[config.mk]
export PLATFORM = sky130hd
export DESIGN_NAME = minesweeper_core
export DESIGN_NICKNAME = d
export VERILOG_FILES = /design/src/rtl/mine_pkg.sv /design/src/rtl/cell_command_decode.sv /design/src/rtl/dim_counter.sv /design/src/rtl/game_status.sv /design/src/rtl/mine_board.sv /design/src/rtl/minesweeper_core.sv /design/src/rtl/neighbor_execute.sv
export SDC_FILE = /design/constraint.sdc
export NUM_CORES = 2
export LEC_CHECK = 0
export BUFFER_PORTS_ARGS = -buffer_cell sky130_fd_sc_hd__buf_2
export CAP_MARGIN = 40
export CORE_MARGIN = 2
export CORE_UTILIZATION = 52
export DETAILED_ROUTE_END_ITERATION = 8
export GPL_TIMING_DRIVEN = 1
export PLACE_DENSITY = 0.68
export SETUP_SLACK_MARGIN = 0.15
export SLEW_MARGIN = 30
export SYNTH_ARGS = -nofsm -noshare
export SYNTH_HDL_FRONTEND = slang
export SYNTH_SLANG_ARGS = --single-unit
[constraint.sdc]
create_clock -name clk -period 18.6 [get_ports clk]
set_clock_uncertainty 0.2 [all_clocks]
set_input_delay 1.86 -clock clk [delete_from_list [all_inputs] [get_ports clk]]
set_output_delay 1.86 -clock clk [all_outputs]
set_load 0.05 [all_outputs]
[src/rtl/mine_pkg.sv]
package mine_pkg;

    // ==============================
    // Field geometry
    // ==============================
    localparam int max_dim    = 16;  // Side of the board store.
    localparam int easy_dim   = 8;
    localparam int medium_dim = 10;
    localparam int hard_dim   = 16;

    // ==============================
    // Plain vector types
    // ==============================
    typedef logic [3:0]  coord_t;       // Row or column index.
    typedef logic [7:0]  mine_count_t;  // Never more than one less than the cell count.
    typedef logic [8:0]  cell_count_t;  // Holds 256 for the hard field.
    typedef logic [3:0]  neighbor_t;
    typedef logic [15:0] lfsr_t;

    // Galois taps for x^16 + x^14 + x^13 + x^11 + 1 in the right-shifting form.
    localparam lfsr_t lfsr_poly = 16'hB400;

    // A cell gets a mine when the low nibble of the shift register is below this.
    localparam logic [3:0] mine_threshold = 4'd3;

    // ==============================
    // Enumerations
    // ==============================
    typedef enum logic [1:0] {
        level_easy,
        level_medium,
        level_hard
    } level_e;

    typedef enum logic {
        cmd_reveal,
        cmd_flag
    } cmd_e;

    typedef enum logic [2:0] {
        game_idle,
        game_generating,
        game_playing,
        game_lost,
        game_won
    } game_e;

    // Board generator states.
    typedef enum logic [1:0] {
        gen_idle,
        gen_scan,
        gen_done
    } gen_e;

    // ==============================
    // Command and result records
    // ==============================
    typedef struct packed {
        cmd_e   kind;
        coord_t row;
        coord_t col;
    } cell_cmd_t;

    typedef struct packed {
        coord_t    row;
        coord_t    col;
        logic      mine;
        logic      flagged;           // Set on every flag result and on a blocked reveal.
        logic      already_revealed;
        neighbor_t neighbors;
    } cell_result_t;

endpackage

[src/rtl/cell_command_decode.sv]
`timescale 1ns/100ps

module cell_command_decode
    import mine_pkg::*;
(
    input  logic      clk,
    input  logic      rst,
    input  logic      cmd_strobe,
    input  cell_cmd_t cmd,
    input  coord_t    dim,
    input  game_e     state,
    output logic      dec_valid,
    output cell_cmd_t dec_cmd
);

    logic in_field;
    logic accept;

    // The hard field fills the store, so every coordinate fits there.
    assign in_field = (cmd.row <= dim) && (cmd.col <= dim);

    // This is the only place a command can be dropped.
    assign accept = cmd_strobe && in_field && (state == game_playing);

    always_ff @(posedge clk) begin
        if (rst) begin
            dec_valid <= 1'b0;
        end else begin
            dec_valid <= accept;
        end
    end

    always_ff @(posedge clk) begin
        if (accept) begin
            dec_cmd <= cmd;  // Held until the next accepted command.
        end
    end

endmodule

[src/rtl/dim_counter.sv]
`timescale 1ns/100ps

module dim_counter
    import mine_pkg::*;
(
    input  logic   clk,
    input  logic   rst,
    input  logic   enable,
    input  coord_t dim,     // Side of the active field minus one.
    output coord_t row,
    output coord_t col,
    output logic   wrap
);

    // Last cell of the pass while the counter is stepping.
    assign wrap = enable && (row == dim) && (col == dim);

    // Column runs fastest and the row steps at the end of each line.
    always_ff @(posedge clk) begin
        if (rst) begin
            row <= '0;
            col <= '0;
        end else if (enable) begin
            if (col == dim) begin
                col <= '0;
                if (wrap) begin
                    row <= '0;  // Pass complete, start again at the top left.
                end else begin
                    row <= row + coord_t'(1);
                end
            end else begin
                col <= col + coord_t'(1);
            end
        end
    end

endmodule

[src/rtl/game_status.sv]
`timescale 1ns/100ps

module game_status
    import mine_pkg::*;
(
    input  logic                       clk,
    input  logic                       rst,
    input  logic                       new_game,
    input  logic                       board_ready,
    input  logic                       result_strobe,
    input  cell_result_t               result,
    input  mine_count_t                mine_total,
    input  coord_t                     dim,
    output logic [max_dim*max_dim-1:0] revealed,
    output game_e                      state
);

    logic [7:0]  cell_idx;
    logic        mine_hit;
    logic        reveal_hit;
    cell_count_t side;
    cell_count_t target;
    cell_count_t safe_count;

    assign cell_idx = {result.row, result.col};

    // Flag results and blocked reveals both carry the flagged bit.
    assign mine_hit   = result_strobe && !result.flagged && result.mine;
    assign reveal_hit = result_strobe && !result.flagged && !result.mine && !revealed[cell_idx];

    // Safe cells still hidden when the game starts.
    assign side   = cell_count_t'(dim) + cell_count_t'(1);
    assign target = side * side - cell_count_t'(mine_total);

    // ==============================
    // Game FSM
    // ==============================
    always_ff @(posedge clk) begin
        if (rst) begin
            state <= game_idle;
        end else if (new_game) begin
            state <= game_generating;
        end else begin
            case (state)
                game_generating: if (board_ready) state <= game_playing;
                game_playing: begin
                    if (mine_hit) begin
                        state <= game_lost;
                    end else if (reveal_hit && (safe_count + cell_count_t'(1) == target)) begin
                        state <= game_won;
                    end
                end
                default: state <= state;  // Lost and won wait for the next game.
            endcase
        end
    end

    // A cell counts once, however often it is revealed.
    always_ff @(posedge clk) begin
        if (rst || new_game) begin
            revealed   <= '0;
            safe_count <= '0;
        end else if (state == game_playing && reveal_hit) begin
            revealed[cell_idx] <= 1'b1;
            safe_count         <= safe_count + cell_count_t'(1);
        end
    end

endmodule

[src/rtl/mine_board.sv]
`timescale 1ns/100ps

module mine_board
    import mine_pkg::*;
(
    input  logic                         clk,
    input  logic                         rst,
    input  logic                         new_game,
    input  level_e                       level,
    input  mine_count_t                  mines,
    input  lfsr_t                        seed,
    input  coord_t                       rd_row,
    input  coord_t                       rd_col,
    output logic [max_dim*max_dim-1:0]   board,
    output coord_t                       dim,
    output mine_count_t                  mine_total,
    output logic                         board_ready
);

    gen_e                       gen_state;
    lfsr_t                      lfsr;
    lfsr_t                      lfsr_next;
    logic [max_dim*max_dim-1:0] store;
    mine_count_t                placed;
    mine_count_t                placed_next;
    coord_t                     scan_row;
    coord_t                     scan_col;
    logic                       wrap;
    logic                       place;
    coord_t                     new_dim;
    cell_count_t                side;
    cell_count_t                max_mines;
    mine_count_t                mines_clamped;

    // ==============================
    // Settings sampled at new_game
    // ==============================
    always_comb begin
        case (level)
            level_medium: new_dim = coord_t'(medium_dim - 1);
            level_hard:   new_dim = coord_t'(hard_dim - 1);
            default:      new_dim = coord_t'(easy_dim - 1);
        endcase
        side      = cell_count_t'(new_dim) + cell_count_t'(1);
        max_mines = side * side - cell_count_t'(1);
        // At least one safe cell must remain or the game could never be won.
        if (cell_count_t'(mines) > max_mines) begin
            mines_clamped = mine_count_t'(max_mines);
        end else begin
            mines_clamped = mines;
        end
    end

    dim_counter u_scan (
        .clk    (clk),
        .rst    (rst || new_game),
        .enable (gen_state == gen_scan),
        .dim    (dim),
        .row    (scan_row),
        .col    (scan_col),
        .wrap   (wrap)
    );

    // One Galois step per scanned cell.
    assign lfsr_next = lfsr[0] ? ((lfsr >> 1) ^ lfsr_poly) : (lfsr >> 1);

    assign place = (lfsr_next[3:0] < mine_threshold)
                && !store[{scan_row, scan_col}]
                && (placed < mine_total);

    assign placed_next = placed + mine_count_t'(place);

    // ==============================
    // Generator FSM
    // ==============================
    always_ff @(posedge clk) begin
        if (rst) begin
            gen_state  <= gen_idle;
            placed     <= '0;
            dim        <= coord_t'(easy_dim - 1);
            mine_total <= '0;
        end else if (new_game) begin
            gen_state  <= gen_scan;
            placed     <= '0;
            dim        <= new_dim;
            mine_total <= mines_clamped;
        end else if (gen_state == gen_scan) begin
            placed <= placed_next;
            // An empty request still runs one full pass before it reports ready.
            if ((placed_next == mine_total) && (place || wrap)) begin
                gen_state <= gen_done;
            end
        end
    end

    always_ff @(posedge clk) begin
        if (new_game) begin
            lfsr  <= (seed == '0) ? lfsr_t'(1) : seed;  // The all-zero state would lock up.
            store <= '0;
        end else if (gen_state == gen_scan) begin
            lfsr <= lfsr_next;
            if (place) begin
                store[{scan_row, scan_col}] <= 1'b1;
            end
        end
    end

    assign board_ready = (gen_state == gen_done);

    // Only the 3x3 window around the read cell is exposed to the execute stage.
    always_comb begin
        for (int r = 0; r < max_dim; r++) begin
            for (int c = 0; c < max_dim; c++) begin
                board[r*max_dim + c] = store[r*max_dim + c]
                    && (r >= int'(rd_row) - 1) && (r <= int'(rd_row) + 1)
                    && (c >= int'(rd_col) - 1) && (c <= int'(rd_col) + 1);
            end
        end
    end

endmodule

[src/rtl/minesweeper_core.sv]
`timescale 1ns/100ps

module minesweeper_core
    import mine_pkg::*;
(
    input  logic         clk,
    input  logic         rst,
    input  logic         new_game,
    input  level_e       level,
    input  mine_count_t  mines,
    input  lfsr_t        seed,
    input  logic         cmd_strobe,
    input  cell_cmd_t    cmd,
    output logic         board_ready,
    output logic         result_strobe,
    output cell_result_t result,
    output game_e        state
);

    logic [max_dim*max_dim-1:0] board;
    logic [max_dim*max_dim-1:0] revealed;
    coord_t                     dim;
    mine_count_t                mine_total;
    logic                       dec_valid;
    cell_cmd_t                  dec_cmd;

    // ==============================
    // Board generation
    // ==============================
    mine_board u_board (
        .clk         (clk),
        .rst         (rst),
        .new_game    (new_game),
        .level       (level),
        .mines       (mines),
        .seed        (seed),
        .rd_row      (dec_cmd.row),  // Reads follow the command in the execute stage.
        .rd_col      (dec_cmd.col),
        .board       (board),
        .dim         (dim),
        .mine_total  (mine_total),
        .board_ready (board_ready)
    );

    // ==============================
    // Command pipeline
    // ==============================
    cell_command_decode u_decode (
        .clk        (clk),
        .rst        (rst),
        .cmd_strobe (cmd_strobe),
        .cmd        (cmd),
        .dim        (dim),
        .state      (state),
        .dec_valid  (dec_valid),
        .dec_cmd    (dec_cmd)
    );

    neighbor_execute u_execute (
        .clk           (clk),
        .rst           (rst),
        .new_game      (new_game),
        .dec_valid     (dec_valid),
        .dec_cmd       (dec_cmd),
        .board         (board),
        .dim           (dim),
        .revealed      (revealed),
        .result_strobe (result_strobe),
        .result        (result)
    );

    game_status u_status (
        .clk           (clk),
        .rst           (rst),
        .new_game      (new_game),
        .board_ready   (board_ready),
        .result_strobe (result_strobe),
        .result        (result),
        .mine_total    (mine_total),
        .dim           (dim),
        .revealed      (revealed),
        .state         (state)
    );

endmodule

[src/rtl/neighbor_execute.sv]
`timescale 1ns/100ps

module neighbor_execute
    import mine_pkg::*;
(
    input  logic                       clk,
    input  logic                       rst,
    input  logic                       new_game,
    input  logic                       dec_valid,
    input  cell_cmd_t                  dec_cmd,
    input  logic [max_dim*max_dim-1:0] board,
    input  coord_t                     dim,
    input  logic [max_dim*max_dim-1:0] revealed,
    output logic                       result_strobe,
    output cell_result_t               result
);

    logic [max_dim*max_dim-1:0] flags;
    logic [7:0]                 cell_idx;
    logic                       is_flagged;
    logic                       prior_reveal;
    logic                       was_revealed;
    neighbor_t                  nb_count;

    assign cell_idx   = {dec_cmd.row, dec_cmd.col};
    assign is_flagged = flags[cell_idx];

    // The status stage writes its map one cycle after the result, so a reveal of
    // the same cell just ahead of this one is caught here.
    assign prior_reveal = result_strobe && !result.flagged && !result.mine
                       && (result.row == dec_cmd.row) && (result.col == dec_cmd.col);
    assign was_revealed = revealed[cell_idx] || prior_reveal;

    // ==============================
    // 3x3 neighbour count
    // ==============================
    always_comb begin
        int r;
        int c;
        nb_count = '0;
        for (int dr = -1; dr <= 1; dr++) begin
            for (int dc = -1; dc <= 1; dc++) begin
                r = int'(dec_cmd.row) + dr;
                c = int'(dec_cmd.col) + dc;
                // Skip the cell itself and anything past the active edge.
                if ((dr != 0 || dc != 0) && r >= 0 && c >= 0
                        && r <= int'(dim) && c <= int'(dim)) begin
                    nb_count = nb_count + neighbor_t'(board[r*max_dim + c]);
                end
            end
        end
    end

    // Flags on revealed cells are ignored.
    always_ff @(posedge clk) begin
        if (rst || new_game) begin
            flags <= '0;
        end else if (dec_valid && dec_cmd.kind == cmd_flag && !was_revealed) begin
            flags[cell_idx] <= !is_flagged;
        end
    end

    always_ff @(posedge clk) begin
        if (rst) begin
            result_strobe <= 1'b0;
        end else begin
            result_strobe <= dec_valid;
        end
    end

    always_ff @(posedge clk) begin
        if (dec_valid) begin
            result.row              <= dec_cmd.row;
            result.col              <= dec_cmd.col;
            result.already_revealed <= was_revealed;
            if (dec_cmd.kind == cmd_flag) begin
                result.mine      <= 1'b0;
                result.flagged   <= 1'b1;  // Marks the result as a flag action.
                result.neighbors <= '0;
            end else begin
                result.mine      <= board[cell_idx] && !is_flagged;
                result.flagged   <= is_flagged;
                result.neighbors <= is_flagged ? neighbor_t'(0) : nb_count;
            end
        end
    end

endmodule

==> impl_metrics.csv <==
group,metric,value,unit
synthesis,yosys.area.top_type,"dfxtp_1",
grt,antenna_found_initial,5,
timing,setup-violations-final,0,
grt,globalRouteTotalUtil,38.3,%
detailed_routing,antenna_left,0,
place,port_buffers,58,
worst_setup_path,r2r_cells,38,
finish,drive_gt1_share,15.3,%
job,cap_violations,0,
grt,overflow,0,
detailed_routing,vias,47900,
floorplanning,num_rows,114,
synthesis,syn_nets,5947,
clock_network,cts-root-buf,"clkbuf_16",
power_and_ir_drop,ir_drop,73.0,uV
synthesis,ys_seq_elements,850,
synthesis,synth_top_area_share,32.3,%
floorplanning,start_util,52.2,%
worst_setup_path,worst_path_most_repeated_cell,"ha_1",
grt,grt_max_degree,116,
clock_network,hold_buffers,0,
clock_network,clock_sinks,850,
worst_setup_path,arrival,11.01,ns
synthesis,synthFlopType,"dfxtp_1",
worst_setup_path,crit_path_start_kind,"register",
power_and_ir_drop,finalPower,3860,uW
synthesis,yosys_warnings,0,
floorplanning,io_pins,59,
timing,max_slew_margin,30.9,%
detailed_routing,drcViolationCount,3,
floorplanning,die-width,315,um
floorplanning,core,96300,sq um
power_and_ir_drop,p_leak,0.0183,uW
clock_network,cts_buffers,91,
timing,hold_viol_final,0,
timing,tns,0,ns
clock_network,postCtsSetupRepairBufs,0,
worst_setup_path,worstSetupPathType,"reg -> reg",
min_path,hold_class,"reg -> reg",
timing,finalWorstSetupSlack,7.82,ns
place,place_hpwl,129,mm
detailed_routing,dr.pass1.iters,9,
timing,tightestPinTransition,1.04,ns
worst_setup_path,cpMaxStageDelayCell,"xor2_1",
detailed_routing,wirelength_met1,75.6,mm
synthesis,syn-instance-count,5799,
detailed_routing,highest_layer,"met5",
synthesis,synth.area.top_cells,"dfxtp_1 32%, mux4_2 16%, nor2_1 7.9%, nor3_1 5.7%, a21oi_1 5.2%",
clock_network,htree_levels,3,
grt,grt_pass1_vias,44000,
timing,maxSlewViolCount,0,
floorplanning,dieHeight,315,um
timing,fin_hold_ws,0.270,ns
place,dpl.cell_count,6743,
clock_network,cts_max_path_buffers,3,
worst_setup_path,crit_required,18.84,ns
min_path,min_path_cells,2,
synthesis,seq_area_frac_synth,34.6,%
synthesis,synth_edf_count,40,
finish,area_growth,9.17,%
synthesis,async_flop_share,0,%
detailed_routing,wl_per_cell,28.0,um
finish,fin_nets,5722,
detailed_routing,drt_iter0_markers,7089,
floorplanning,die-area,99200,sq um
detailed_routing,wl,194,mm
finish,layoutNonFillerInstCount,6923,
clock_network,insertion_delay,0.71,ns
timing,min_period,10.78,ns
run_status,status,"complete, but fails checks",
place,gp_congestion,1.10,
timing,fin_crit_sh,57.9,%
power_and_ir_drop,power.density,70.3,nW/um^2
grt,grt_pass1_wl,287,mm
timing,rsz0062_at_grt,"no",
synthesis,netlist_area,50300,sq um
synthesis,synth_cell_types,94,
synthesis,synth_area_per_cell,8.67,sq um
clock_network,cts_tree,"yes",
detailed_routing,route.met3.wl,20.8,mm
place,place_worst_setup_slack,8.04,ns
worst_setup_path,cpPeakStageDelay,0.67,ns
clock_network,clk_pin_slew_worst_paths,0.06,ns
run_status,violations,"design-rule violations",
clock_network,cts_resized,0,
detailed_routing,vias_per_cell,6.92,
worst_setup_path,cp-end-kind,"register",
worst_setup_path,crit_path_max_fanout,27,
timing,fmax,92.8,MHz
detailed_routing,dr_wl_met2,84.9,mm
==> path summary, 6_finish.rpt <==
| check | start | to | slack [ns] |
|---|---|---|---|
| min | u_status.revealed[138]$_SDFFE_PP0P_ | u_status.revealed[138]$_SDFFE_PP0P_ | 0.27 |
| max reg2reg | u_decode.dec_cmd[5]$_DFFE_PP_ | u_execute.result[2]$_SDFFCE_PP0P_ | 7.82 |
| max | u_decode.dec_cmd[5]$_DFFE_PP_ | u_execute.result[2]$_SDFFCE_PP0P_ | 7.82 |
| min reg2reg | u_status.revealed[138]$_SDFFE_PP0P_ | u_status.revealed[138]$_SDFFE_PP0P_ | 0.27 |
==> registers in the layout, summed over array words and instances, names as in the netlist <==
signal,count
u_status.safe_count,9
u_decode.dec_valid,1
u_execute.result,15
u_board.mine_total,8
u_board.gen_state,2
u_board.dim,2
u_execute.result_strobe,1
u_status.revealed,256
u_decode.dec_cmd,9
u_status.state,3
u_board.placed,8
u_execute.flags,256
u_board.lfsr,16
u_board.u_scan.row,4
u_board.store,256
u_board.u_scan.col,4
==> kinds of logic (layout without fill, tap and decap cells) <==
kind of cell | count (synthesis) | in the layout | share of synthesized area, %
buf+inv | 613 | 459 | 4.99
fa+ha+maj | 110 | 110 | 2.81
compound gates | 1354 | 1354 | 17.3
other cells | 0 | 2 | 0
flops | 850 | 850 | 34.6
simple gates | 2351 | 2351 | 20.9
mux | 426 | 426 | 17.6
xor+xnor | 95 | 95 | 1.68
==> per-layer routing <==
| layer | track usage [%] | vias to the layer above |
|---|---|---|
| li1 | - | 21000 |
| met1 | 50.6 | 23200 |
| met2 | 58.0 | 2951 |
| met3 | 9.54 | 748 |
| met4 | 20.1 | 4 |
| met5 | 0.242 | - |
==> worst max-delay path, delay by kind of cell, from the launching register on <==
family	cells	cell delay, ns
buffers and inverters	4	1.58
xor gates and xnor gates	2	0.81
muxes	2	0.57
adders and majority gates	10	2.85
DFF	1	0.32
and+or+nand+nor	12	2.25
AOI/OAI and AO/OA	8	1.88
==> cells in the final DEF (no fill, tap or decap), types with 29 or more instances in the layout <==
master,n
a21oi_1,517
a221o_1,37
a221oi_1,103
a22o_1,29
a22oi_1,56
a31oi_1,101
and2_1,49
and3_1,36
buf_2,61
buf_4,141
clkbuf_16,92
dfxtp_1,807
edfxtp_1,40
ha_1,103
inv_1,46
mux2_2,33
mux2i_1,30
mux4_2,363
nand2_1,328
nand2b_1,38
nand3_1,103
nor2_1,1045
nor2b_1,38
nor3_1,568
o21ai_0,210
xnor2_1,61
xor2_1,31
==> per-stage QoR <==
step / cell area (sq um) / utilization, %
after detailed placement: 51500 / 53.5
after floorplan: 50300 / -
after global placement: 51100 / 53.0
after CTS: 54700 / 56.8
final: 54900 / 57.0
after global routing: 54900 / 57.0
==> layout make-up <==
| class | count | area (sq um) |
|---|---|---|
| Antenna cell | 2 | 5.00 |
| Clock buffer | 133 | 2630 |
| Clock inverter | 31 | 490 |
| Fill cell | 8545 | 41400 |
| Inverter | 60 | 228 |
| Multi-Input combinational cell | 4336 | 30500 |
| Sequential cell | 850 | 17400 |
| Tap cell | 1276 | 1600 |
| Timing Repair Buffer | 235 | 1970 |
==> synthesized netlist by cell type (27+ instances only) <==
cell,number
a221o_1,37
a31oi_1,101
and2_1,53
buf_2,115
mux4_2,363
a32oi_1,28
buf_1,47
mux2_2,33
xnor2_1,63
xor2_1,31
clkbuf_1,370
ha_1,104
a22oi_1,56
nor3_1,570
nand2_1,332
and3_1,37
nor2b_1,39
a22o_1,29
a221oi_1,103
nor2_1,1056
mux2i_1,30
nand2b_1,38
o21ai_0,211
dfxtp_1,810
nor4_1,27
inv_1,50
edfxtp_1,40
a21oi_1,520
a211oi_1,31
nand3_1,103
==> report_power, final <==
part	internal, uW	switching (uW)	total, uW
Combinational	44.5	74.2	119
Sequential	1840	6.70	1850
Clock	1110	783	1890
Total	3000	864	3860
Power figures use the tool's default switching activity.
